### config.mk
export PLATFORM = sky130hd
export DESIGN_NAME = stlb_lookup
export DESIGN_NICKNAME = d
export VERILOG_FILES = /design/src/design/stlb_pkg.sv /design/src/design/stlb_lookup.sv
export SDC_FILE = /design/constraint.sdc
export NUM_CORES = 1
export LEC_CHECK = 0
export CAP_MARGIN = 20
export CORE_AREA = 2 2 185 187
export CTS_CLUSTER_DIAMETER = 40
export CTS_CLUSTER_SIZE = 8
export DETAILED_ROUTE_END_ITERATION = 7
export DIE_AREA = 0 0 187 189
export DONT_BUFFER_PORTS = 1
export HOLD_SLACK_MARGIN = 0.06
export PLACE_DENSITY = 0.66
export SLEW_MARGIN = 5
export SYNTH_ARGS = -nofsm -noshare
export SYNTH_HDL_FRONTEND = slang
export SYNTH_SLANG_ARGS = --single-unit
### constraint.sdc
create_clock -name aclk -period 5.5 [get_ports aclk]
set_input_delay 0.275 -clock aclk [delete_from_list [all_inputs] [get_ports aclk]]
set_output_delay 0.275 -clock aclk [all_outputs]
set_load 0.01 [all_outputs]
### src/design/stlb_pkg.sv
`default_nettype none

package stlb_pkg;

  // ------------------------------
  // Geometry
  // ------------------------------
  localparam int unsigned N_ASSOC   = 4;
  localparam int unsigned WAY_BITS  = 2;
  localparam int unsigned TLB_ORDER = 10;
  localparam int unsigned TLB_SIZE  = 2 ** TLB_ORDER;

  // Address and id widths, 4 KiB pages only
  localparam int unsigned VADDR_BITS = 48;
  localparam int unsigned PG_BITS    = 12;
  localparam int unsigned VPN_BITS   = VADDR_BITS - PG_BITS;
  localparam int unsigned PPN_BITS   = 32;
  localparam int unsigned PID_BITS   = 6;

  // Replacement bookkeeping
  localparam int unsigned REF_BITS       = 8;
  localparam int unsigned REF_CLR_PERIOD = 65536;

  // ------------------------------
  // Field types
  // ------------------------------
  typedef logic [WAY_BITS-1:0]  way_t;
  typedef logic [VPN_BITS-1:0]  vpn_t;
  typedef logic [PPN_BITS-1:0]  ppn_t;
  typedef logic [PID_BITS-1:0]  pid_t;
  typedef logic [TLB_ORDER:0]   valid_sz_t;
  typedef logic [REF_BITS-1:0]  ref_cnt_t;

  // Update beat, valid=0 requests a delete
  typedef struct packed {
    logic valid;
    pid_t pid;
    vpn_t vpn;
    ppn_t ppn;
  } update_word_t;

endpackage

`default_nettype wire

### src/design/stlb_lookup.sv
`timescale 1ns/100ps
`default_nettype none

module stlb_lookup (
  input  logic                                                 aclk,
  input  logic                                                 aresetn,
  input  logic                                                 tlb_valid,
  input  logic [stlb_pkg::VADDR_BITS-1:0]                      tlb_vaddr,
  input  stlb_pkg::pid_t                                       tlb_pid,
  input  stlb_pkg::vpn_t      [stlb_pkg::N_ASSOC-1:0]          entry_vpn,
  input  stlb_pkg::pid_t      [stlb_pkg::N_ASSOC-1:0]          entry_pid,
  input  stlb_pkg::valid_sz_t [stlb_pkg::N_ASSOC-1:0]          entry_valid_sz,
  input  stlb_pkg::ppn_t      [stlb_pkg::N_ASSOC-1:0]          pt_rd_data,
  output logic [stlb_pkg::N_ASSOC-1:0][stlb_pkg::TLB_ORDER-1:0] pt_rd_addr,
  output logic                                                 tlb_hit,
  output stlb_pkg::ppn_t                                       tlb_ppn,
  output logic                                                 ref_inc_en,
  output stlb_pkg::way_t                                       ref_inc_way
);

  // Stage 1, the sampled request
  logic           req_valid;
  stlb_pkg::vpn_t req_vpn;
  stlb_pkg::pid_t req_pid;

  stlb_pkg::vpn_t [stlb_pkg::N_ASSOC-1:0] offset;
  logic           hit;
  stlb_pkg::way_t hit_way;

  // Stages 2 and 3
  logic           valid_s2, hit_s2, hit_s3;
  stlb_pkg::way_t way_s2, way_s3;

  always_ff @(posedge aclk) begin
    if (!aresetn) begin
      req_valid <= 1'b0;
      req_vpn   <= '0;
      req_pid   <= '0;
    end else begin
      req_valid <= tlb_valid;
      req_vpn   <= tlb_vaddr[stlb_pkg::VADDR_BITS-1:stlb_pkg::PG_BITS];
      req_pid   <= tlb_pid;
    end
  end

  // ------------------------------
  // Range match per way
  // ------------------------------
  always_comb begin
    hit     = 1'b0;
    hit_way = '0;
    for (int i = 0; i < stlb_pkg::N_ASSOC; i++) begin
      offset[i] = req_vpn - entry_vpn[i];
      if (req_vpn >= entry_vpn[i] && offset[i] < entry_valid_sz[i] &&
          req_pid == entry_pid[i]) begin
        hit     = 1'b1;
        hit_way = stlb_pkg::way_t'(i);
      end
    end
  end

  // ------------------------------
  // Pipeline
  // ------------------------------
  always_ff @(posedge aclk) begin
    if (!aresetn) begin
      valid_s2 <= 1'b0;
      hit_s2   <= 1'b0;
      hit_s3   <= 1'b0;
      tlb_hit  <= 1'b0;
      tlb_ppn  <= '0;
    end else begin
      valid_s2 <= req_valid;
      hit_s2   <= hit;
      hit_s3   <= hit_s2;
      tlb_hit  <= hit_s3;
      // Memory data of the stage 3 request is on the read port now
      tlb_ppn  <= pt_rd_data[way_s3];
    end
  end

  always_ff @(posedge aclk) begin
    way_s2 <= hit_way;
    way_s3 <= way_s2;
    for (int i = 0; i < stlb_pkg::N_ASSOC; i++) begin
      pt_rd_addr[i] <= offset[i][stlb_pkg::TLB_ORDER-1:0];
    end
  end

  // Only real requests count as references
  assign ref_inc_en  = valid_s2 && hit_s2;
  assign ref_inc_way = way_s2;

endmodule

`default_nettype wire

# Word level (Yosys, flattened, before mapping)
# Cells that the tools add are included.
# word_totals
ff_bits	123
output_inout_bits	76
elab_cells	50
# op_classes
add_sub_neg	4
n_lt_le_gt_ge	9
muxes	8
n_reduce_logical	10
n_eq_ne	4
# op_table
op	n
greater-or-equal comparator 36 bit	4
< comparator 36 x 11 -> 1 bit	4
subtractor 36 bit	4
binary-select mux 32 bit (select 2 bit)	1
2-to-1 mux 32 bit	1
equality test 6 bit	4
logical AND 1 bit	9
2-to-1 mux 1 bit	6
< comparator 2 x 3 -> 1 bit (second input constant)	1
OR reduction 2 bit	1

# Depth between registers and ports, before layout
# depth
depth_word	8
mapped_depth	23
ltp_nobuf	23

# Least setup slack after synthesis
# Ideal clock, no wire load.
# synth_path
path_kind	flip-flop to flip-flop
from	reg req_vpn[0]
to	reg way_s2[0] (netlist: ref_inc_way[0])
setup_slack_ns	1.030
stages_incl_launch_ff	22
synth_period_minus_slack_ns	4.470
setup_ns	0.114
t_arrival_ns	4.356
cell_sequence	dfxtp_1 -> inv_1 -> ha_1 -> inv_1 -> fa_1 -> a21o_1 -> a2111oi_4 -> nor2_1 -> a21oi_1 -> xnor2_1 -> ha_1 -> o21a_1 -> o21ai_0 -> nor4_1 -> or3_1 -> a2111oi_2 -> o2111ai_1 -> nor4b_2 -> nand4_1 -> nor4_4 -> inv_1 -> a21o_1
# synth_rtl
element	line_no	text
start: declaration	stlb_lookup.sv:23	stlb_pkg::vpn_t req_vpn;
start signal: assignment	stlb_lookup.sv:41	req_vpn <= tlb_vaddr[stlb_pkg::VADDR_BITS-1:stlb_pkg::PG_BITS];
end signal: assignment	stlb_lookup.sv:83	way_s2 <= hit_way;
end: declaration	stlb_lookup.sv:32	stlb_pkg::way_t way_s2, way_s3;

==> summary.txt <==
Run status
  – Status: complete, no violations

CTS
  – Bufs on Longest Clock Path: 2
  – Clock sink total: 123
  – CTS tree: yes
  – Root buf cell: clkbuf_16
  – Worst skew pair latency: 0.45 ns
  – Htree depth: 4
  – CTS buffer count: 17
  – Clock Pin Slew Worst Setup and Hold Paths: 0.06 ns

Synth
  – Async SR Flop Fraction: 0%
  – Synth warn: 0
  – Syn Std Cell Area: 14800 um2
  – Flops & latches, synth: 123
  – Number of enable flip-flop cells after synthesis: 0
  – Most used DFF post-synth: dfxtp_1
  – Syn_area_per_cell: about 7.7 um2
  – Synth Net Count: 2499
  – Cells after Synth: ~1900
  – Distinct cells, synth: about 100
  – Register area share after synthesis: about 17%

Min path
  – Hold path depth: 2
  – Hold Path Class: in -> reg

Floorplan
  – # IOs: between 400 and 500
  – FP Rows: 67
  – Die area: 35300 um2
  – Core Footprint: 33300 um2
  – Die Width: 187 um
  – Initial Util: about 44%
  – Die Ht: approximately 190 um

Placed design
  – Dpl ws: ~0.17 ns
  – Placed instance count: 2298
  – RePlAce Congestion: 0.965
  – Post-DP HPWL: around 52000 um
  – Placed cell areas: roughly 15000 um2
  – Number of port buffers: 0

Setup path
  – Critical Path, Cell by Cell: inv_2 -> ha_1 -> inv_1 -> fa_1 -> a21o_1 -> a2111oi_4 -> nor2_1 -> a21oi_1 -> xnor2_1 -> ha_1 -> o21a_1 -> o21ai_0 -> nor4_1 -> or3_1 -> a2111oi_2 -> o2111ai_1 -> nor4b_2 -> nand4_1 -> nor4_4 -> inv_1 -> a21o_1
  – Crit path depth: 21
  – CP bufs+invs: 3
  – Crit path max-delay cell type: nor4_4
  – Critical path type: reg -> reg
  – Worst r2r path cells: 21
  – Arr. time, crit path: between 5 and 6 ns
  – CP top delay family: compound AO/OA/AOI/OAI gates
  – CP max FO: 4
  – Critical path launch point type: flop
  – Req. time, crit path: approximately 5.8 ns
  – Crit-path max cell delay: 0.42 ns
  – CP Capture Type: flop

GRT
  – Largest net degree at the start of global routing: between 60 and 70
  – Antenna violations before repair: 15
  – Gr usage total: between 30% and 40%
  – Grt ovf: 0
  – Vias in the first global route: roughly 15000
  – Global-route wire length before repair: roughly 92000 um

STA
  – Slew @ Worst Pin: 0.784 ns
  – Fin. Hold Viols: 0
  – Hold_ws: ~0.094 ns
  – Setup ws final: 0.250 ns
  – Slew Viols, Final: 0
  – Final min period: around 5.3 ns
  – Max_slew headroom: between 40% and 50%
  – Setup TNS: 0 ns
  – Fmax achieved: 190 MHz
  – Fin Clk Skew: approximately 0.014 ns
  – Setup-failing EPs final: 0
  – RSZ-0062 raised after global routing: no
  – Crit share post-route: between 90% and 100%

Routing
  – DR iter-0 viols: roughly 1300
  – WL per Instance: 26.5 um
  – Vias/cell: ~6.3
  – WL final: ~64000 um
  – Vias: roughly 15000
  – Final ANT Viol Nets: 0
  – DRT Pass-1 Iters: 5
  – DRC viols: 0

Finish
  – Fin util: roughly 49%
  – Fin area: approximately 16000 um2
  – Share of cells above drive strength 1: under 10%
  – Commonest non-fill, non-tap cell in the layout: inv_1
  – Fin nets: roughly 2500
  – Post-Layout Cell Count: 2401
  – Layout area overhead: 10.2%
  – Commonest non-fill, non-tap cells in the layout: 229 x inv_1, 184 x ha_1, 155 x a21oi_1

Power and ir drop
  – Pwr dens: between 200 and 250 nW/um2
  – Worst VDD drop: between 200 and 300 uV
  – Leak Pwr: approximately 7.4 nW
  – Final Power: about 3.7 mW

Job
  – Max Cap Viol: 0
## registers in the layout (all words and copies together) (netlist names)
name	cells
hit_s3	1
pt_rd_addr	40
tlb_hit	1
way_s3	2
req_vpn	36
req_pid	6
valid_s2	1
tlb_ppn	32
ref_inc_way	2
hit_s2	1
req_valid	1
## path summary, 6_finish.rpt
path / start / endpoint / slack (ns)
max: req_vpn[0]$_SDFF_PN0_ / ref_inc_way[0]$_SDFF_PP1_ / 0.25
min: entry_vpn[108] / pt_rd_addr[30]$_DFF_P_ / 0.09
max reg2reg: req_vpn[0]$_SDFF_PN0_ / ref_inc_way[0]$_SDFF_PP1_ / 0.25
min reg2reg: hit_s3$_SDFF_PN0_ / tlb_hit$_SDFF_PN0_ / 0.44
## final cells by class
class	count	area, um2
Fill cell	3357	17000
Clock inverter	12	128
Sequential cell	123	2460
Inverter	231	867
Tap cell	448	561
Timing Repair Buffer	63	646
Antenna cell	12	30.0
Multi-Input combinational cell	1492	11100
Clock buffer	20	447
## per-layer routing
| layer | part of all wire [%] | wire length [um] | track usage, % |
|---|---|---|---|
| met1 | 41 | 26300 | 43.4 |
| met2 | 46 | 29100 | 57.8 |
| met3 | 8.1 | 5130 | 7.95 |
| met4 | 4.8 | 3030 | 16.8 |
| met5 | 0.036 | 23 | 0 |
## cells in the mapped netlist, types with 13 or more instances
library cell / number / area (um2)
and3_1: 16 / 100
nand4_1: 50 / 313
o2111ai_1: 15 / 131
nor2_1: 95 / 357
inv_1: 230 / 863
or3_1: 14 / 87.6
clkbuf_1: 45 / 169
o211ai_1: 17 / 128
o21bai_1: 13 / 97.6
buf_2: 14 / 70.1
nand3_1: 45 / 225
a21o_1: 46 / 345
nor4_1: 15 / 93.8
and2_1: 91 / 569
a31oi_1: 16 / 100
nand2_1: 138 / 518
mux4_2: 32 / 721
o22ai_1: 13 / 81.3
xnor2_1: 67 / 587
xor2_1: 33 / 289
ha_1: 184 / 2300
o21a_1: 30 / 225
nor3_1: 50 / 250
a21oi_1: 155 / 776
a211oi_1: 20 / 150
nor2b_1: 17 / 106
o21ai_0: 89 / 445
dfxtp_1: 123 / 2460
nand2b_1: 19 / 119
## cell families (layout without fill, tap and decap cells)
group / after synthesis / after routing / share of synthesized area [%]
muxes: 47 / 47 / 5.94
xor gates and xnor gates: 100 / 100 / 5.93
buffers and inverters: 299 / 326 / 7.97
AOI/OAI and AO/OA: 552 / 552 / 25.6
adders and majority gates: 188 / 188 / 16.1
other: 0 / 12 / 0
and+or+nand+nor: 605 / 605 / 21.7
DFF: 123 / 123 / 16.7
## power breakdown
part	switching, mW	total [mW]	internal (mW)
sequential	0.128	1.11	0.980
combinational	0.837	1.40	0.558
clock	0.507	1.15	0.648
## what timing repair did
| item | CTS | global route |
|---|---|---|
| setup buffers | 0 | 1 |
| endpoints found under the setup margin | 0 | 2 |
| hold buffers | 57 | 0 |
| gates resized for setup | 0 | 1 |
| hold endpoints to repair | 80 | 0 |
Power figures use the tool's default switching activity.
