**src/design/stlb_pkg.sv**
```systemverilog
`default_nettype none

package stlb_pkg;

  // ------------------------------
  // Geometry
  // ------------------------------
  localparam int unsigned N_ASSOC   = 4;
  localparam int unsigned WAY_BITS  = 2;
  localparam int unsigned TLB_ORDER = 10;
  localparam int unsigned TLB_SIZE  = 2 ** TLB_ORDER;

  // Address and id widths, 4 KiB pages only
  localparam int unsigned VADDR_BITS = 48;
  localparam int unsigned PG_BITS    = 12;
  localparam int unsigned VPN_BITS   = VADDR_BITS - PG_BITS;
  localparam int unsigned PPN_BITS   = 32;
  localparam int unsigned PID_BITS   = 6;

  // Replacement bookkeeping
  localparam int unsigned REF_BITS       = 8;
  localparam int unsigned REF_CLR_PERIOD = 65536;

  // ------------------------------
  // Field types
  // ------------------------------
  typedef logic [WAY_BITS-1:0]  way_t;
  typedef logic [VPN_BITS-1:0]  vpn_t;
  typedef logic [PPN_BITS-1:0]  ppn_t;
  typedef logic [PID_BITS-1:0]  pid_t;
  typedef logic [TLB_ORDER:0]   valid_sz_t;
  typedef logic [REF_BITS-1:0]  ref_cnt_t;

  // Update beat, valid=0 requests a delete
  typedef struct packed {
    logic valid;
    pid_t pid;
    vpn_t vpn;
    ppn_t ppn;
  } update_word_t;

endpackage

`default_nettype wire

```
**src/design/stlb_entry_table.sv**
```systemverilog
`timescale 1ns/100ps
`default_nettype none

module stlb_entry_table (
  input  logic                                                aclk,
  input  logic                                                aresetn,
  input  logic                                                new_en,
  input  stlb_pkg::vpn_t                                      new_vpn,
  input  stlb_pkg::pid_t                                      new_pid,
  input  logic                                                append_en,
  input  stlb_pkg::way_t                                      append_way,
  input  logic                                                delete_en,
  input  stlb_pkg::way_t                                      delete_way,
  input  logic                                                ref_inc_en,
  input  stlb_pkg::way_t                                      ref_inc_way,
  output stlb_pkg::vpn_t      [stlb_pkg::N_ASSOC-1:0]         entry_vpn,
  output stlb_pkg::pid_t      [stlb_pkg::N_ASSOC-1:0]         entry_pid,
  output stlb_pkg::valid_sz_t [stlb_pkg::N_ASSOC-1:0]         entry_valid_sz,
  output stlb_pkg::way_t                                      victim_way
);

  stlb_pkg::ref_cnt_t [stlb_pkg::N_ASSOC-1:0] ref_cnt;

  // Aging timer, wraps after reaching the period
  logic [$clog2(stlb_pkg::REF_CLR_PERIOD+1)-1:0] age_tmr;
  logic age_tick;

  logic               found_empty;
  stlb_pkg::way_t     empty_way;
  stlb_pkg::way_t     lru_way;
  stlb_pkg::ref_cnt_t min_ref;

  assign age_tick = (age_tmr == stlb_pkg::REF_CLR_PERIOD);

  // ------------------------------
  // Entry records
  // ------------------------------
  always_ff @(posedge aclk) begin
    if (!aresetn) begin
      age_tmr <= '0;
      for (int i = 0; i < stlb_pkg::N_ASSOC; i++) begin
        entry_vpn[i]      <= '0;
        entry_pid[i]      <= '0;
        entry_valid_sz[i] <= '0;
        ref_cnt[i]        <= '0;
      end
    end else begin
      if (age_tick) begin
        age_tmr <= '0;
        for (int i = 0; i < stlb_pkg::N_ASSOC; i++) begin
          ref_cnt[i] <= ref_cnt[i] >> 1;
        end
      end else begin
        age_tmr <= age_tmr + 1'b1;
      end

      // Lookup hit; on an aging tick the count is halved first
      if (ref_inc_en) begin
        if (age_tick) begin
          ref_cnt[ref_inc_way] <= (ref_cnt[ref_inc_way] >> 1) + 1'b1;
        end else begin
          ref_cnt[ref_inc_way] <= ref_cnt[ref_inc_way] + 1'b1;
        end
      end

      // New entries always land in the current victim
      if (new_en) begin
        entry_vpn[victim_way]      <= new_vpn;
        entry_pid[victim_way]      <= new_pid;
        entry_valid_sz[victim_way] <= stlb_pkg::valid_sz_t'(1);
        ref_cnt[victim_way]        <= stlb_pkg::ref_cnt_t'(1);
      end
      if (append_en) begin
        entry_valid_sz[append_way] <= entry_valid_sz[append_way] + 1'b1;
      end
      if (delete_en) begin
        entry_valid_sz[delete_way] <= '0;
      end
    end
  end

  // ------------------------------
  // Victim selection
  // ------------------------------
  always_comb begin
    found_empty = 1'b0;
    empty_way   = '0;
    lru_way     = '0;
    min_ref     = '1;
    // Scan downwards so the lowest empty way is kept
    for (int i = stlb_pkg::N_ASSOC - 1; i >= 0; i--) begin
      if (entry_valid_sz[i] == '0) begin
        found_empty = 1'b1;
        empty_way   = stlb_pkg::way_t'(i);
      end
    end
    // Ties go to the higher index
    for (int i = 0; i < stlb_pkg::N_ASSOC; i++) begin
      if (ref_cnt[i] <= min_ref) begin
        min_ref = ref_cnt[i];
        lru_way = stlb_pkg::way_t'(i);
      end
    end
  end

  assign victim_way = found_empty ? empty_way : lru_way;

endmodule

`default_nettype wire

```
**config.mk**
```make
export PLATFORM = sky130hd
export DESIGN_NAME = stlb_entry_table
export DESIGN_NICKNAME = d
export VERILOG_FILES = /design/src/design/stlb_pkg.sv /design/src/design/stlb_entry_table.sv
export SDC_FILE = /design/constraint.sdc
export NUM_CORES = 1
export LEC_CHECK = 0
export BUFFER_PORTS_ARGS = -buffer_cell sky130_fd_sc_hd__buf_4
export CAP_MARGIN = 10
export CORE_MARGIN = 4
export CORE_UTILIZATION = 54
export DETAILED_ROUTE_END_ITERATION = 10
export GPL_TIMING_DRIVEN = 0
export PLACE_DENSITY = 0.8
export REMOVE_ABC_BUFFERS = 1
export SLEW_MARGIN = 40
export SYNTH_ARGS = -nofsm -noshare
export SYNTH_HDL_FRONTEND = slang
export SYNTH_SLANG_ARGS = --single-unit
```
**constraint.sdc**
```tcl
create_clock -name aclk -period 6.8 [get_ports aclk]
set_input_delay 0.68 -clock aclk [delete_from_list [all_inputs] [get_ports aclk]]
set_output_delay 0.68 -clock aclk [all_outputs]
set_load 0.01 [all_outputs]
```
Word level (Yosys, flattened, before mapping)
Index checks and enable logic that the tools add are counted.

word-level totals
  output and inout port bits = 214
  bits in registers = 261

operators by class
  multiplexer cells = 49
  equality and inequality tests = 1
  $lt $le $gt $ge = 12
  bitwise logic cells = 9
  add/subtract/negate cells = 4
  reductions and logical operators = 9

operator list
  operator                 number
  $mux W44                 5
  $mux W32                 6
  $bwmux W144              1
  $demux W36 S2            1
  $demux W11 S2            3
  $bwmux W32               2
  $mux W8                  6
  $and A44 B44 Y44         1
  $bwmux W44               1
  $logic_not A11 Y1        4
  $mux W11                 4
  $not A44 Y44             1
  $and A40 B40 Y40         1
  $not A40 Y40             1
  $mux W36                 1
  $demux W8 S2             2
  $and A28 B28 Y28         1
  $not A28 Y28             1
  $bwmux W24               1
  $le A8 B8 Y1             3
  $bmux W11 S2             1
  $add A17 B1 Y17 const B  1
  $eq A17 B17 Y1 const B   1
  $bmux W8 S2              1
  14 further kinds         34

Depth between registers and ports, before layout
  word-level depth = 22
  depth in mapped cells = 26

Worst setup path after synthesis
No wires, ideal clock.

  path kind = reg-to-output
  start point = reg ref_cnt[1] in the netlist's numbering
  end point = out victim_way[1]
  slack = 1.817 ns
  cell stages (with the launch flop) = 24
  arrival time = 4.303 ns
  path through = dfxtp_1 inv_1 ha_1 nor2b_1 o211ai_1 a21oi_1 o22ai_1 buf_2 mux2i_1 ha_1 nor2b_1 o211ai_1 a21oi_1 o21ai_1 clkbuf_1 nor2_1 a21oi_1 ha_1 nor2b_1 o211ai_1 a21oi_1 o22ai_1 nor2_1 a21boi_0

between the ends
  cells in the longest elaborated chain, start to end = 9
  elaborated cells between the ends (all ways) = 10
  classes of those cells = order compare: 4; mux: 6

RTL lines
  item                              line                     text
  start: declaration                stlb_entry_table.sv:22   stlb_pkg::ref_cnt_t [stlb_pkg::N_ASSOC-1:0] ref_cnt;
  start signal: indexed assignment  stlb_entry_table.sv:51   ref_cnt[i] <= ref_cnt[i] >> 1;
  start signal: indexed assignment  stlb_entry_table.sv:60   ref_cnt[ref_inc_way] <= (ref_cnt[ref_inc_way] >> 1) + 1'b1;
  start signal: indexed assignment  stlb_entry_table.sv:62   ref_cnt[ref_inc_way] <= ref_cnt[ref_inc_way] + 1'b1;
  $le A8 B8 Y1                      stlb_entry_table.sv:99   if (ref_cnt[i] <= min_ref) begin
  $mux W8 (*)                       stlb_entry_table.sv:99
  $le A8 B8 Y1                      stlb_entry_table.sv:99
  $mux W8 (*)                       stlb_entry_table.sv:99
  $le A8 B8 Y1                      stlb_entry_table.sv:99
  $mux W8                           stlb_entry_table.sv:99
  $le A8 B8 Y1                      stlb_entry_table.sv:99
  $mux W2 (*)                       stlb_entry_table.sv:99
  $mux W2 (*)                       stlb_entry_table.sv:106  assign victim_way = found_empty ? empty_way : lru_way;
  end: declaration                  stlb_entry_table.sv:19   output stlb_pkg::way_t victim_way

Every way passes the cells marked *; elsewhere a longest branch is shown, timed or not.

Worst setup path after layout
  start point = reg ref_cnt[7] in the netlist's numbering
  end point = out victim_way[1]

Same word-level chain as after synthesis.

==> summary.txt <==
Floorplan
  – Die area: about 24,000 um^2
  – Total core area: 21,400 um^2
  – Row count: 53
  – Die Wd: 156 um
  – Die Ht: around 160 um
  – I/O Pins: 268
  – Initial Util: 55.6%

Worst setup path
  – CP Max Fanout: 16
  – CP arrival: 5830 ps
  – Crit path launch type: register
  – Worst EP required: 6120 ps
  – Kind of critical path: reg2out
  – CP Capture Type: output pin

Clock network
  – TritonCTS Sinks: between 200 and 300
  – Post-CTS setup buffer count: 0
  – CTS Buf Count: 27
  – Cts hold-fix bufs: 0
  – CTS tree: built
  – Clock-pin slew on the worst setup and hold paths: 60 ps
  – Clock Tree Root: clkbuf_16
  – Clk_lat worst skew: 560 ps
  – Clock buffer depth: 3
  – H-tree levels: 1
  – CTS resizes: 1

Drt
  – DRC: 0
  – Pre-Repair DR Iteration Count: 5
  – Routed WL per cell: 20.3 um
  – WL final: between 30,000 and 40,000 um
  – Antenna-violating nets left: 0
  – Initial drt markers: ~750
  – DR vias/cell: approximately 6
  – Via count: 10,852

Global routing
  – Largest net degree at the start of global routing: 77
  – Vias in the first global route: 10,697
  – Initial antenna violation count: 1
  – All-Layer GR Usage: 29.3%
  – Total grt overflow: 0
  – First-pass GRT wire length: about 58,000 um

STA
  – Period utilisation layout: 95.7%
  – Setup ws final: 290 ps
  – Slew Limit Headroom: between 40% and 50%
  – Clock skew: 22.3 ps
  – Final Slew Violations: 0
  – Hold Fails Final Rpt: 0
  – Achievable Freq: ~150 MHz
  – Tightest Pin Transition: 789 ps
  – Final hold slack: 381 ps
  – RSZ-0062 raised after global routing: false
  – Min Tclk post-route: around 6500 ps
  – Final setup fails: 0

Power and ir drop
  – VDD IR max: 240 uV
  – Sequential share of power: ~45%
  – Sw frac: 26.7%
  – Clk pwr share: 40.8%
  – PD cells: around 240 nW/um^2
  – P_sw: 0.962 mW
  – Int Power: 2.64 mW
  – Comb power frac: 14.3%
  – Leak Pwr: 6.65 nW

Place
  – Gpl congestion: slightly below 1
  – DP HPWL: about 27,000 um
  – PortBufs: 267
  – Placed cell area: 14,300 um^2
  – Post-Place Setup Slack: 568 ps

Cells and area
  – Area growth syn-to-layout: 27.8%
  – Fillers: roughly 1,500
  – Layout cells sized above 1: 24.9%
  – Final Cell Area: 15,200 um^2
  – Commonest non-fill, non-tap cells in the layout: nand2_1, buf_4, dfxtp_1, mux2i_1, a21oi_1
  – Commonest non-fill, non-tap cell in the layout: nand2_1
  – Final Net Count: 1,621
  – Layout Utilization: 71.1%

Logic synthesis
  – Cell taking the most area after synthesis: dfxtp_1
  – Cells after Synth: between 1,000 and 1,500
  – Post-synth top flop: dfxtp_1
  – Synthesized area: 11,900 um^2
  – Ys async rst share: 0%
  – Number of synthesized flops with an enable pin: 0
  – Yosys reg bits: 261
  – Synth top area cells: dfxtp_1, mux2i_1, nand2_1
  – Count of cell types in the netlist: 62
  – Yosys top cell area share: 44.0%
  – Seq/Total Area, Yosys: 44.0%
  – Post-Syn Area per Cell: 9.05 um^2
  – Yosys warnings: 0

Run status
  – Status: complete, no violations

Hold path
  – Worst min path class: in2reg

Flow run
  – Max-Cap Viols: 0
==> cell type report <==
class                           count  area (um^2)  area share, %
Inverter                           17         68.8          0.453
Sequential cell                   261         5230           34.4
Timing Repair Buffer              287         2350           15.5
Tap cell                          275          344           2.27
Clock buffer                       39          791           5.21
Multi-Input combinational cell    944         6300           41.5
Antenna cell                        1         2.50         0.0165
Clock inverter                     10         93.8          0.618
==> synthesized netlist by cell type (18+ instances only) <==
library cell,instances
xor2_1,19
nor2_1,66
dfxtp_1,261
o32ai_1,29
buf_2,18
mux2i_1,137
nand2_1,318
nor3_1,20
a21oi_1,110
clkbuf_1,58
mux4_2,21
nand3_1,24
ha_1,29
o21ai_0,23
==> power groups by stage <==
stage | clock network, mW | logic (mW) | registers (mW)
after global routing | 1.55 | 0.555 | 1.62
after floorplan | 0 | 0.257 | 1.66
final | 1.47 | 0.516 | 1.62
after CTS | 1.49 | 0.503 | 1.62
after global placement | 0 | 0.472 | 1.65
after detailed placement | 0 | 0.496 | 1.65
==> flip-flops by register name, indices dropped and copies added, names as in the netlist <==
name / count
age_tmr: 17
entry_valid_sz: 44
entry_vpn: 144
ref_cnt: 32
entry_pid: 24
==> cell families (layout without fill, tap and decap cells) <==
| logic type | count (synthesis) | in the layout | share of synthesized area, % |
|---|---|---|---|
| and+or+nand+nor | 502 | 502 | 18.4 |
| adders and majority gates | 29 | 29 | 3.05 |
| buffers and inverters | 107 | 353 | 4.01 |
| AOI/OAI and AO/OA | 210 | 210 | 11.0 |
| DFF | 261 | 261 | 44.0 |
| muxes | 165 | 165 | 16.7 |
| other | 0 | 1 | 0 |
| xor gates and xnor gates | 38 | 38 | 2.93 |
==> metal layers <==
layer,up-vias,global-route usage [%],wire length [um]
li1,5048,-,-
met1,5162,35.2,14100
met2,523,48.5,17600
met3,119,10.7,4000
met4,0,10.6,1570
met5,-,0,0
==> final timing paths <==
kind                                     from                     endpoint  slack (ps)  cells past startpoint
hold reg to reg   entry_vpn[108]$_SDFFE_PN0P_  entry_vpn[108]$_SDFFE_PN0P_         450                      2
setup / recovery        ref_cnt[7]$_SDFF_PN0_                victim_way[1]         290                     20
hold / removal                    new_vpn[14]  entry_vpn[122]$_SDFFE_PN0P_         380                      3
setup reg to reg        ref_cnt[7]$_SDFF_PN0_   entry_vpn[22]$_SDFFE_PN0P_         730                     20
==> worst max-delay path, cell delays in order (launching register included) <==
cell	delay, ps
dfxtp_1	370
inv_1	90
ha_1	330
a21oi_1	150
o21ai_0	250
o22ai_4	500
mux2i_1	350
ha_1	310
a21oi_1	150
o21ai_0	240
o21ai_4	460
nor2_1	100
a21oi_1	160
ha_1	270
nor2b_1	140
o211ai_1	170
a21oi_1	120
o22ai_2	320
nor2_1	80
a21boi_0	480
buf_4	220
==> per-stage QoR <==
| step | total power, mW | instances | TNS [ps] |
|---|---|---|---|
| after floorplan | 1.92 | 1222 | -69760 |
| after CTS | 3.61 | 1833 | 0 |
| after detailed placement | 2.15 | 1784 | 0 |
| after global placement | 2.12 | 1764 | -526560 |
| after global routing | 3.73 | 1834 | 0 |
| final | 3.61 | 1834 | 0 |
(Power assumes the default switching activity.)
