==> src/design/stlb_pkg.sv <==
`default_nettype none

package stlb_pkg;

  // ------------------------------
  // Geometry
  // ------------------------------
  localparam int unsigned N_ASSOC   = 4;
  localparam int unsigned WAY_BITS  = 2;
  localparam int unsigned TLB_ORDER = 10;
  localparam int unsigned TLB_SIZE  = 2 ** TLB_ORDER;

  // Address and id widths, 4 KiB pages only
  localparam int unsigned VADDR_BITS = 48;
  localparam int unsigned PG_BITS    = 12;
  localparam int unsigned VPN_BITS   = VADDR_BITS - PG_BITS;
  localparam int unsigned PPN_BITS   = 32;
  localparam int unsigned PID_BITS   = 6;

  // Replacement bookkeeping
  localparam int unsigned REF_BITS       = 8;
  localparam int unsigned REF_CLR_PERIOD = 65536;

  // ------------------------------
  // Field types
  // ------------------------------
  typedef logic [WAY_BITS-1:0]  way_t;
  typedef logic [VPN_BITS-1:0]  vpn_t;
  typedef logic [PPN_BITS-1:0]  ppn_t;
  typedef logic [PID_BITS-1:0]  pid_t;
  typedef logic [TLB_ORDER:0]   valid_sz_t;
  typedef logic [REF_BITS-1:0]  ref_cnt_t;

  // Update beat, valid=0 requests a delete
  typedef struct packed {
    logic valid;
    pid_t pid;
    vpn_t vpn;
    ppn_t ppn;
  } update_word_t;

endpackage

`default_nettype wire

==> src/design/stlb_update_ctrl.sv <==
`timescale 1ns/100ps
`default_nettype none

module stlb_update_ctrl (
  input  logic                                        aclk,
  input  logic                                        aresetn,
  input  logic                                        s_tvalid,
  input  stlb_pkg::update_word_t                      s_tdata,
  input  stlb_pkg::vpn_t      [stlb_pkg::N_ASSOC-1:0] entry_vpn,
  input  stlb_pkg::pid_t      [stlb_pkg::N_ASSOC-1:0] entry_pid,
  input  stlb_pkg::valid_sz_t [stlb_pkg::N_ASSOC-1:0] entry_valid_sz,
  input  stlb_pkg::way_t                              victim_way,
  output logic                                        s_tready,
  output logic                                        new_en,
  output stlb_pkg::vpn_t                              new_vpn,
  output stlb_pkg::pid_t                              new_pid,
  output logic                                        append_en,
  output stlb_pkg::way_t                              append_way,
  output logic                                        delete_en,
  output stlb_pkg::way_t                              delete_way,
  output logic [stlb_pkg::N_ASSOC-1:0]                pt_wr_en,
  output logic [stlb_pkg::TLB_ORDER-1:0]              pt_wr_addr,
  output stlb_pkg::ppn_t                              pt_wr_data
);

  typedef enum logic [2:0] {
    ST_IDLE,
    ST_CHECK,
    ST_MODIFY,
    ST_APPEND,
    ST_NEW,
    ST_DELETE
  } state_t;

  state_t state, state_nxt;

  stlb_pkg::update_word_t                    beat;
  stlb_pkg::vpn_t [stlb_pkg::N_ASSOC-1:0]    offset;
  logic                                      hit_modify, hit_append, hit_delete;
  stlb_pkg::way_t                            way_modify, way_append, way_delete;
  stlb_pkg::way_t                            sel_way;
  stlb_pkg::way_t                            act_way;
  logic [stlb_pkg::TLB_ORDER-1:0]            act_off;

  // ------------------------------
  // State and beat registers
  // ------------------------------
  always_ff @(posedge aclk) begin
    if (!aresetn) begin
      state <= ST_IDLE;
    end else begin
      state <= state_nxt;
    end
  end

  always_ff @(posedge aclk) begin
    if (state == ST_IDLE && s_tvalid) begin
      beat <= s_tdata;
    end
    // Way and page offset of the chosen action
    if (state == ST_CHECK) begin
      act_way <= sel_way;
      act_off <= offset[sel_way][stlb_pkg::TLB_ORDER-1:0];
    end
  end

  // ------------------------------
  // Hit detection, highest way wins
  // ------------------------------
  always_comb begin
    hit_modify = 1'b0;
    hit_append = 1'b0;
    hit_delete = 1'b0;
    way_modify = '0;
    way_append = '0;
    way_delete = '0;
    for (int i = 0; i < stlb_pkg::N_ASSOC; i++) begin
      offset[i] = beat.vpn - entry_vpn[i];
      if (beat.vpn >= entry_vpn[i]) begin
        if (offset[i] < entry_valid_sz[i]) begin
          // Delete ignores the pid
          hit_delete = 1'b1;
          way_delete = stlb_pkg::way_t'(i);
          if (beat.pid == entry_pid[i]) begin
            hit_modify = 1'b1;
            way_modify = stlb_pkg::way_t'(i);
          end
        end else if (offset[i] == entry_valid_sz[i] &&
                     entry_valid_sz[i] < stlb_pkg::TLB_SIZE &&
                     beat.pid == entry_pid[i]) begin
          hit_append = 1'b1;
          way_append = stlb_pkg::way_t'(i);
        end
      end
    end
  end

  // ------------------------------
  // Next state
  // ------------------------------
  always_comb begin
    state_nxt = state;
    sel_way   = way_delete;
    case (state)
      ST_IDLE: begin
        if (s_tvalid) begin
          state_nxt = ST_CHECK;
        end
      end
      ST_CHECK: begin
        if (beat.valid) begin
          if (hit_modify) begin
            state_nxt = ST_MODIFY;
            sel_way   = way_modify;
          end else if (hit_append) begin
            state_nxt = ST_APPEND;
            sel_way   = way_append;
          end else begin
            state_nxt = ST_NEW;
          end
        end else if (hit_delete) begin
          state_nxt = ST_DELETE;
        end else begin
          state_nxt = ST_IDLE;
        end
      end
      default: begin
        state_nxt = ST_IDLE;
      end
    endcase
  end

  // ------------------------------
  // Action cycle outputs
  // ------------------------------
  assign s_tready   = (state == ST_IDLE);
  assign new_en     = (state == ST_NEW);
  assign append_en  = (state == ST_APPEND);
  assign delete_en  = (state == ST_DELETE);
  assign new_vpn    = beat.vpn;
  assign new_pid    = beat.pid;
  assign append_way = act_way;
  assign delete_way = act_way;
  assign pt_wr_data = beat.ppn;

  always_comb begin
    pt_wr_en   = '0;
    pt_wr_addr = act_off;
    case (state)
      ST_MODIFY, ST_APPEND: begin
        pt_wr_en[act_way] = 1'b1;
      end
      ST_NEW: begin
        // First page of a fresh range
        pt_wr_en[victim_way] = 1'b1;
        pt_wr_addr           = '0;
      end
      default: begin
        pt_wr_en = '0;
      end
    endcase
  end

endmodule

`default_nettype wire

==> config.mk <==
export PLATFORM = sky130hd
export DESIGN_NAME = stlb_update_ctrl
export DESIGN_NICKNAME = d
export VERILOG_FILES = /design/src/design/stlb_pkg.sv /design/src/design/stlb_update_ctrl.sv
export SDC_FILE = /design/constraint.sdc
export NUM_CORES = 1
export LEC_CHECK = 0
export BUFFER_PORTS_ARGS = -buffer_cell sky130_fd_sc_hd__buf_2
export CAP_MARGIN = 10
export CELL_PAD_IN_SITES_DETAIL_PLACEMENT = 1
export CELL_PAD_IN_SITES_GLOBAL_PLACEMENT = 1
export CORE_MARGIN = 2
export CORE_UTILIZATION = 25
export CTS_CLUSTER_SIZE = 12
export DETAILED_ROUTE_END_ITERATION = 8
export PLACE_DENSITY = 0.63
export SLEW_MARGIN = 5
export SYNTH_ARGS = -nofsm -noshare
export SYNTH_HDL_FRONTEND = slang
export SYNTH_SLANG_ARGS = --single-unit
==> constraint.sdc <==
create_clock -name aclk -period 8.5 [get_ports aclk]
set_clock_uncertainty 0.1 [all_clocks]
set_input_delay 1.7 -clock aclk [delete_from_list [all_inputs] [get_ports aclk]]
set_output_delay 1.7 -clock aclk [all_outputs]
set_load 0.005 [all_outputs]
# Yosys cells after proc, flatten, opt, wreduce, memory -nomap -nowiden
# Index checks and enable logic that the tools add are counted.
classes:
  n_eq_ne: 14
  magnitude_cmp: 17
  n_mux: 74
  add_sub_neg: 4
  n_reduce_logical: 13
ops:
  columns: ["op", "count"]
  rows:
  - ["$eq A36 B11 Y1", 4]
  - ["$ge A36 B36 Y1", 4]
  - ["$lt A36 B11 Y1", 4]
  - ["$sub A36 B36 Y36", 4]
  - ["$bmux W36 S2", 1]
  - ["$lt A11 B11 Y1 const B", 4]
  - ["$mux W1", 42]
  - ["$mux W2", 20]
  - ["$eq A6 B6 Y1", 4]
  - ["$mux W10", 2]
  - ["$mux W3", 5]
  - ["$logic_and A1 B1 Y1", 11]
  - ["$lt A2 B3 Y1 const B", 3]
  - ["$pmux W4 S2", 1]
  - ["$eq A3 B2 Y1 const B", 2]
  - ["$eq A3 B3 Y1 const B", 2]
  - ["$pmux W3 S2", 1]
  - ["$demux W1 S2", 2]
  - ["$ge A2 B1 Y1 const B", 2]
  - ["$eq A3 B1 Y1 const B", 1]
  - ["$logic_not A3 Y1", 1]
  - ["$ne A2 B2 Y1 const B", 1]
  - ["$reduce_or A2 Y1", 1]
word_totals:
  reg_bits: 90
  wordCells: 129
  in_bits: 292

# Longest topological paths before layout
# Gate-level depths: netlist (run 1).
depth:
  depth_word: 22
  mapped_depth: 23
  mapped_depth_nobuf: 22

# Worst setup path before layout (run 1)
# Ideal clock, no wire load.
synth_path:
  kind: "input-to-reg"
  start: "in entry_vpn[108] in the netlist's numbering"
  end: "reg act_off[0] in the netlist's numbering (data pin)"
  t_arrival_ps: 5736
  path_stages: 20
  path_buffers: 1
  slack_ps: 2404
  t_required_ps: 8140
  path_cell_list: "ha_1 -> inv_1 -> fa_1 -> a21o_1 -> a221oi_1 -> xnor2_1 -> ha_1 -> a21o_1 -> a221oi_1 -> o21ai_0 -> a21oi_1 -> a21boi_0 -> nand4_1 -> nor4_1 -> a21oi_1 -> nor4_1 -> nor4_1 -> buf_2 -> mux2i_1 -> mux2_4"
synth_via:
  elab_chain_len: 13
  word_cells_on_any_way: 24
synth_lines:
  columns: ["item", "line", "text"]
  rows:
  - ["from (decl)", "stlb_update_ctrl.sv:9", "input stlb_pkg::vpn_t [stlb_pkg::N_ASSOC-1:0] entry_vpn,"]
  - ["parallel branches: the longest is 11 deep, another holds $sub A36 B36 Y36", null, null]
  - ["$bmux W36 S2 (*)", "stlb_update_ctrl.sv:63", "act_off <= offset[sel_way][stlb_pkg::TLB_ORDER-1:0];"]
  - ["$mux W10 (not written as such) (*)", "stlb_update_ctrl.sv:63", null]
  - ["to (signal assigned)", "stlb_update_ctrl.sv:63", null]
  - ["to (decl)", "stlb_update_ctrl.sv:43", "logic [stlb_pkg::TLB_ORDER-1:0] act_off;"]
# Every way passes the cells marked *. The select of a mux whose other input is x is not followed.
# A chain may end at the register's enable or synchronous reset.

# Worst setup path in the final report (run 1)
layout_path:
  start: "in entry_vpn[76] in the netlist's numbering"
  end: "reg act_off[0] in the netlist's numbering (data pin)"
layout_via:
  elab_chain_len: 16
  word_cells_on_any_way: 38
layout_lines:
  columns: ["item", "line", "text"]
  rows:
  - ["parallel branches: the longest is 13 deep, another holds $sub A36 B36 Y36", null, null]
  - ["$mux W2 (*)", "stlb_update_ctrl.sv:104", "case (state)"]
  - ["$bmux W36 S2 (*)", "stlb_update_ctrl.sv:63", null]
  - ["$mux W10 (not written as such) (*)", "stlb_update_ctrl.sv:63", null]
# Marked as above.

==> flow_summary.ini, run 1 <==
[synthesis]
synthSimpleGateAreaFrac = 0.240
synthArstFlopShare = 0
synth_xor_area_frac = 0.0495
ys_warn_count = 0
synthCells = 2269
ys_seq_elements = 90
synth_cell_types = 101
synth-compound-area-share = 0.273
synth_area_um2 = 16800
yosys_most_used_dff = edfxtp_1
seq_area_frac_synth = 0.159
muxShareOfSynthArea = 0.0304
synth.net_count = 2753
avgSynthCellArea_um2 = 7.41
synthTopCellsByArea = edfxtp_1 (16%), ha_1 (14%), a21oi_1 (5.8%), inv_1 (5.0%), nand2_1 (4.3%)
synthTopCellsByCount = inv_1 (222), a21oi_1 (195), nand2_1 (194), ha_1 (188), nor2_1 (148)
synth_top_area_share = 0.155
yosysMostFrequentCell = inv_1
synth-edff-count = 87
synth_top_area_cell = edfxtp_1
yosys.area_share.adder = 0.145
synth_top_family_by_area = compound AO/OA/AOI/OAI gates

[cells_and_area]
fin_cells = 3401
drive_gt1_frac = 0.187
fin_util = 0.289
nets = 3004
syn_to_final_growth_pct = 14.8
fillers = 8302

[timing]
period_share = 0.825
worst_pin_slew_ns = 1.10
rsz0062_at_grt = false
period_minus_slack_ns = 7.02
setup_slack_ns = 1.48
finalSetupViolations = 0
slew_violations = 0
slew_headroom = 0.260
hold_viol = 0
tns_ns = 0
max_freq_mhz = 143
whs_ns = 0.510

[hold_path]
whs_path_depth = 1
hp-class = reg -> reg
min_from = beat[74]

[critical_path]
cp.arrival_ns = 7.04
crit_path_max_fanout = 20
required_ns = 8.52
cp-startpoint = entry_vpn[76]
worstSetupPathType = in -> reg
startpoint_type = input port
reg2regPathDepth = 21
timing.rr.start = new_vpn[1]
endpoint_kind = flop

[power]
p_per_area_nw_per_um2 = 127
peakVddDrop_mv = 0.136
p_leak_uw = 0.00858

[routing]
drc = 0
vias = 19105
viasPerCell = 5.62
wl_per_cell_um = 26.4
postRouteAntennaNets = 0
drtPass1Iterations = 5
drt_iter0_markers = 1186
routed_wl_mm = 89.8

[clocking]
post_cts_buffers = 0
hold_buffers = 0
clkTransAtPathRegs_ns = 0.09
cts_tree = built
numCtsBuffers = 9
tritoncts_num_sinks = 90
cts_buffer_depth = 2
h-tree-depth = 3
clock_latency_ns = 0.39
ctsResizeCount = 0
cts_root_buf = clkbuf_16

[global_routing]
antenna_found_initial = 8
grt_max_degree = 61
use_met2 = 0.418
grt_pass1_vias = 19845
globalRouteMet1Util = 0.339
grt-ovfl-total = 0
grtUsageTotal = 0.253
grt_busiest_layer = met2
grt_pass1_wl_mm = 132
use_met3 = 0.0477

[place]
routabilityCongestion = 0.956
place_ws_ns = 1.21
place_inst = 3382
numPortBuffers = 387
place_hpwl_mm = 75.5

[floorplan]
dieArea_um2 = 69400
die_x_um = 263
io_pins = 388
fp.dieH_um = 263
rows = 95
core_um2 = 66900
start_util = 0.251

[outcome]
status = finished clean

[job]
maxCapViolCount = 0
-- cell usage in the layout (no fill, tap or decap), types with 13 or more instances in the layout --
cell type	instances
nor2_1	148
and3_1	13
o21bai_1	16
xor2_1	45
a211oi_1	34
nand2_1	194
a31oi_1	14
nor3_1	47
a21o_1	45
o21a_1	45
and4_1	16
nor4_1	36
nand3_1	65
mux2i_1	45
xnor2_1	50
or3_1	26
nor2b_1	24
nand4_1	87
buf_2	387
ha_1	188
inv_1	222
o21ai_0	137
o211ai_1	42
edfxtp_1	87
a21oi_1	195
nand2b_1	24
-- stage by stage --
stage	cell area, µm²	power (µW)
floorplan	16800	1490
global placement	19000	1970
detailed placement	19000	1990
CTS	19300	2440
global route	19300	2600
finish	19300	2440
-- per-layer routing --
metal	up-vias	wire (µm)
li1	8889	-
met1	9412	40800
met2	712	40800
met3	82	5950
met4	10	2190
met5	-	57
-- cell families (layout without fill, tap and decap cells) --
group                    Yosys count  after routing
flip-flops                        90             90
AND/OR/NAND/NOR                  769            769
AO/OA/AOI/OAI                    696            696
adder cells (fa/ha/maj)          192            192
other                              0              3
XOR/XNOR                          95             95
buffers and inverters            377            633
multiplexers                      50             50
-- path summary, 6_finish.rpt --
| kind | endpoint | slack, ns |
|---|---|---|
| hold reg to reg | state[2] | 0.51 |
| setup / recovery | act_off[0] | 1.48 |
| setup reg to reg | act_off[0] | 2.19 |
| hold / removal | state[2] | 0.51 |
-- registers in the layout (all words and copies together), names as in the netlist --
register and flops:
act_off 10, new_vpn 36, new_pid 6, state 3
append_way 2, beat 1, pt_wr_data 32
-- where the power goes --
part / internal (µW) / total [µW] / switching, µW / leakage (µW)
combinational: 507 / 1410 / 899 / 0.00759
sequential: 525 / 599 / 74.2 / 0.000855
clock: 207 / 438 / 231 / 0.000138
-- area by class of cell --
type | instances | area, µm² | share of cell area
Tap cell | 873 | 1090 | 0.0566
Timing Repair Buffer | 395 | 2000 | 0.103
Multi-Input combinational cell | 1802 | 12400 | 0.643
Inverter | 222 | 833 | 0.0432
Clock buffer | 9 | 225 | 0.0117
Sequential cell | 90 | 2670 | 0.138
Clock inverter | 7 | 68.8 | 0.00356
Antenna cell | 3 | 7.51 | 0.000389
-- critical path: stages --
cell	delay [ns]
buf_2	0.08
inv_1	0.04
ha_1	0.39
a21o_1	0.21
a31o_1	0.21
or2_2	0.33
a31oi_1	0.28
o21ai_0	0.15
xor2_1	0.43
ha_1	0.23
nand3_1	0.12
nor2_1	0.19
o21ai_0	0.11
o211ai_1	0.35
and4_1	0.46
nand4_1	0.12
nor4_1	0.45
a21oi_1	0.10
nor4_1	0.27
nor4_2	0.09
buf_4	0.25
mux2i_1	0.17
mux2_4	0.28
Power figures use the tool's default switching activity.
==> run 2: changes to the inputs <==
==> constraint.sdc (replaced) <==
create_clock -name aclk -period 7.2 [get_ports aclk]
set_clock_uncertainty 0.1 [all_clocks]
set_input_delay 1.44 -clock aclk [delete_from_list [all_inputs] [get_ports aclk]]
set_output_delay 1.44 -clock aclk [all_outputs]
set_load 0.005 [all_outputs]
==> run 2 against run 1 <==
Compared with the run above:
- clock-buffer cell count unchanged
- total power up 19%
- global-route usage up 0.084 points
- sequential power up 19%
- combinational power up 18%
- routed wire length up 1.6%
- cell count up 0.53%
- via count up 0.18%
- largest cell class unchanged
- largest power group unchanged
==> flow_summary.ini, run 2 (synthesized netlist as in run 1, its figures left out) <==
[outcome]
status = finished clean

[cells_and_area]
largest_reg_flops = 36
nets = 3022
syn_to_final_growth_pct = 15.6
layout_commonest_cell = buf_2
stdcell_area_um2 = 19400
drive_gt1_frac = 0.193
most-common-layout-cells = buf_2 (387), inv_1 (222), a21oi_1 (195)

[routing]
viasPerCell = 5.60
postRouteAntennaNets = 0
vias = 19140
routed_wl_mm = 91.3
drc = 0
drtPass1Iterations = 5
wl_per_cell_um = 26.7
drt_iter0_markers = 1276

[global_routing]
grtUsageTotal = 0.254
antenna_found_initial = 9
grt_pass1_vias = 19675
grt_pass1_wl_mm = 131
grt_max_degree = 68
grt-ovfl-total = 0

[timing]
period_minus_slack_ns = 6.71
rsz0062_at_grt = false
max_freq_mhz = 149
worst_pin_slew_ns = 1.01
period_share = 0.932
hold_viol = 0
finalSetupViolations = 0
tns_ns = 0
slew_violations = 0
slew_headroom = 0.323

[clocking]
hold_buffers = 0
tritoncts_num_sinks = 90
clock_latency_ns = 0.40
ctsResizeCount = 0
cts_root_buf = clkbuf_16
post_cts_buffers = 0
cts_buffer_depth = 2
cts_tree = built
h-tree-depth = 3
clkTransAtPathRegs_ns = 0.09
numCtsBuffers = 9

[floorplan]
die_x_um = 263
rows = 95
start_util = 0.251
core_um2 = 66900
dieArea_um2 = 69400
fp.dieH_um = 263
io_pins = 388

[power]
p_per_area_nw_per_um2 = 150
p_leak_uw = 0.00867
peakVddDrop_mv = 0.123
finalPower_uw = 2910

[job]
maxCapViolCount = 0

[place]
place_hpwl_mm = 77.4
routabilityCongestion = 0.928
numPortBuffers = 387
placed_cell_area_um2 = 19100

[critical_path]
endpoint_kind = flop
cp.arrival_ns = 6.75
crit_path_max_fanout = 20
worstSetupPathType = in -> reg
startpoint_type = input port
required_ns = 7.24

[hold_path]
hp-class = reg -> reg
-- run 2: per-stage QoR --
stage	hold WS [ns]	utilization	cells	setup WS (ns)
after global placement	0.449	0.286	3400	0.307
after floorplan	0.375	-	2269	1.36
final	0.487	0.291	3419	0.489
after CTS	0.474	0.290	3416	0.638
after detailed placement	0.455	0.286	3400	0.264
after global routing	0.519	0.290	3417	0.277
-- run 2: cell type report --
type,instances,area (µm²)
Inverter,222,833
Tap cell,873,1090
Fill cell,8279,47500
Multi-Input combinational cell,1802,12400
Clock inverter,7,68.8
Clock buffer,9,225
Sequential cell,90,2670
Timing Repair Buffer,413,2130
Antenna cell,3,7.51
-- run 2: path summary, 6_finish.rpt --
| kind | start | end | slack, ns | depth (start not counted) |
|---|---|---|---|---|
| max | entry_vpn[76] | act_off[0] | 0.49 | 23 |
| min | beat[74] | state[2] | 0.49 | 1 |
| max reg2reg | new_vpn[4] | act_off[0] | 0.87 | 21 |
| min reg2reg | beat[74] | state[2] | 0.49 | 1 |
-- run 2: critical path, stage by stage --
cell and delay (ns):
buf_2 0.07, inv_1 0.05, ha_1 0.40, a21o_1 0.21, a31o_1 0.20, or2_2 0.34, a31oi_1 0.32, o21ai_0 0.15
xor2_1 0.21, ha_1 0.33, nand3_1 0.11, nor2_1 0.25, o21ai_0 0.16, o211ai_1 0.33, and4_1 0.39, nand4_1 0.12
nor4_1 0.48, a21oi_1 0.09, nor4_1 0.29, nor4_2 0.09, buf_4 0.25, mux2i_1 0.16, mux2_4 0.27
-- run 2: report_power, final --
group	switching, µW	internal (µW)	total, µW	leakage, µW
Sequential	90.3	620	711	0.000855
Clock	285	245	529	0.000138
Combinational	1070	609	1670	0.00768
-- run 2: per-layer routing --
metal,vias to the layer above,track usage,part of all wire
met1,9498,0.339,0.45
met2,649,0.425,0.46
met4,6,0.0624,0.023
met3,69,0.0413,0.062
li1,8918,-,-
met5,-,0,0.00037
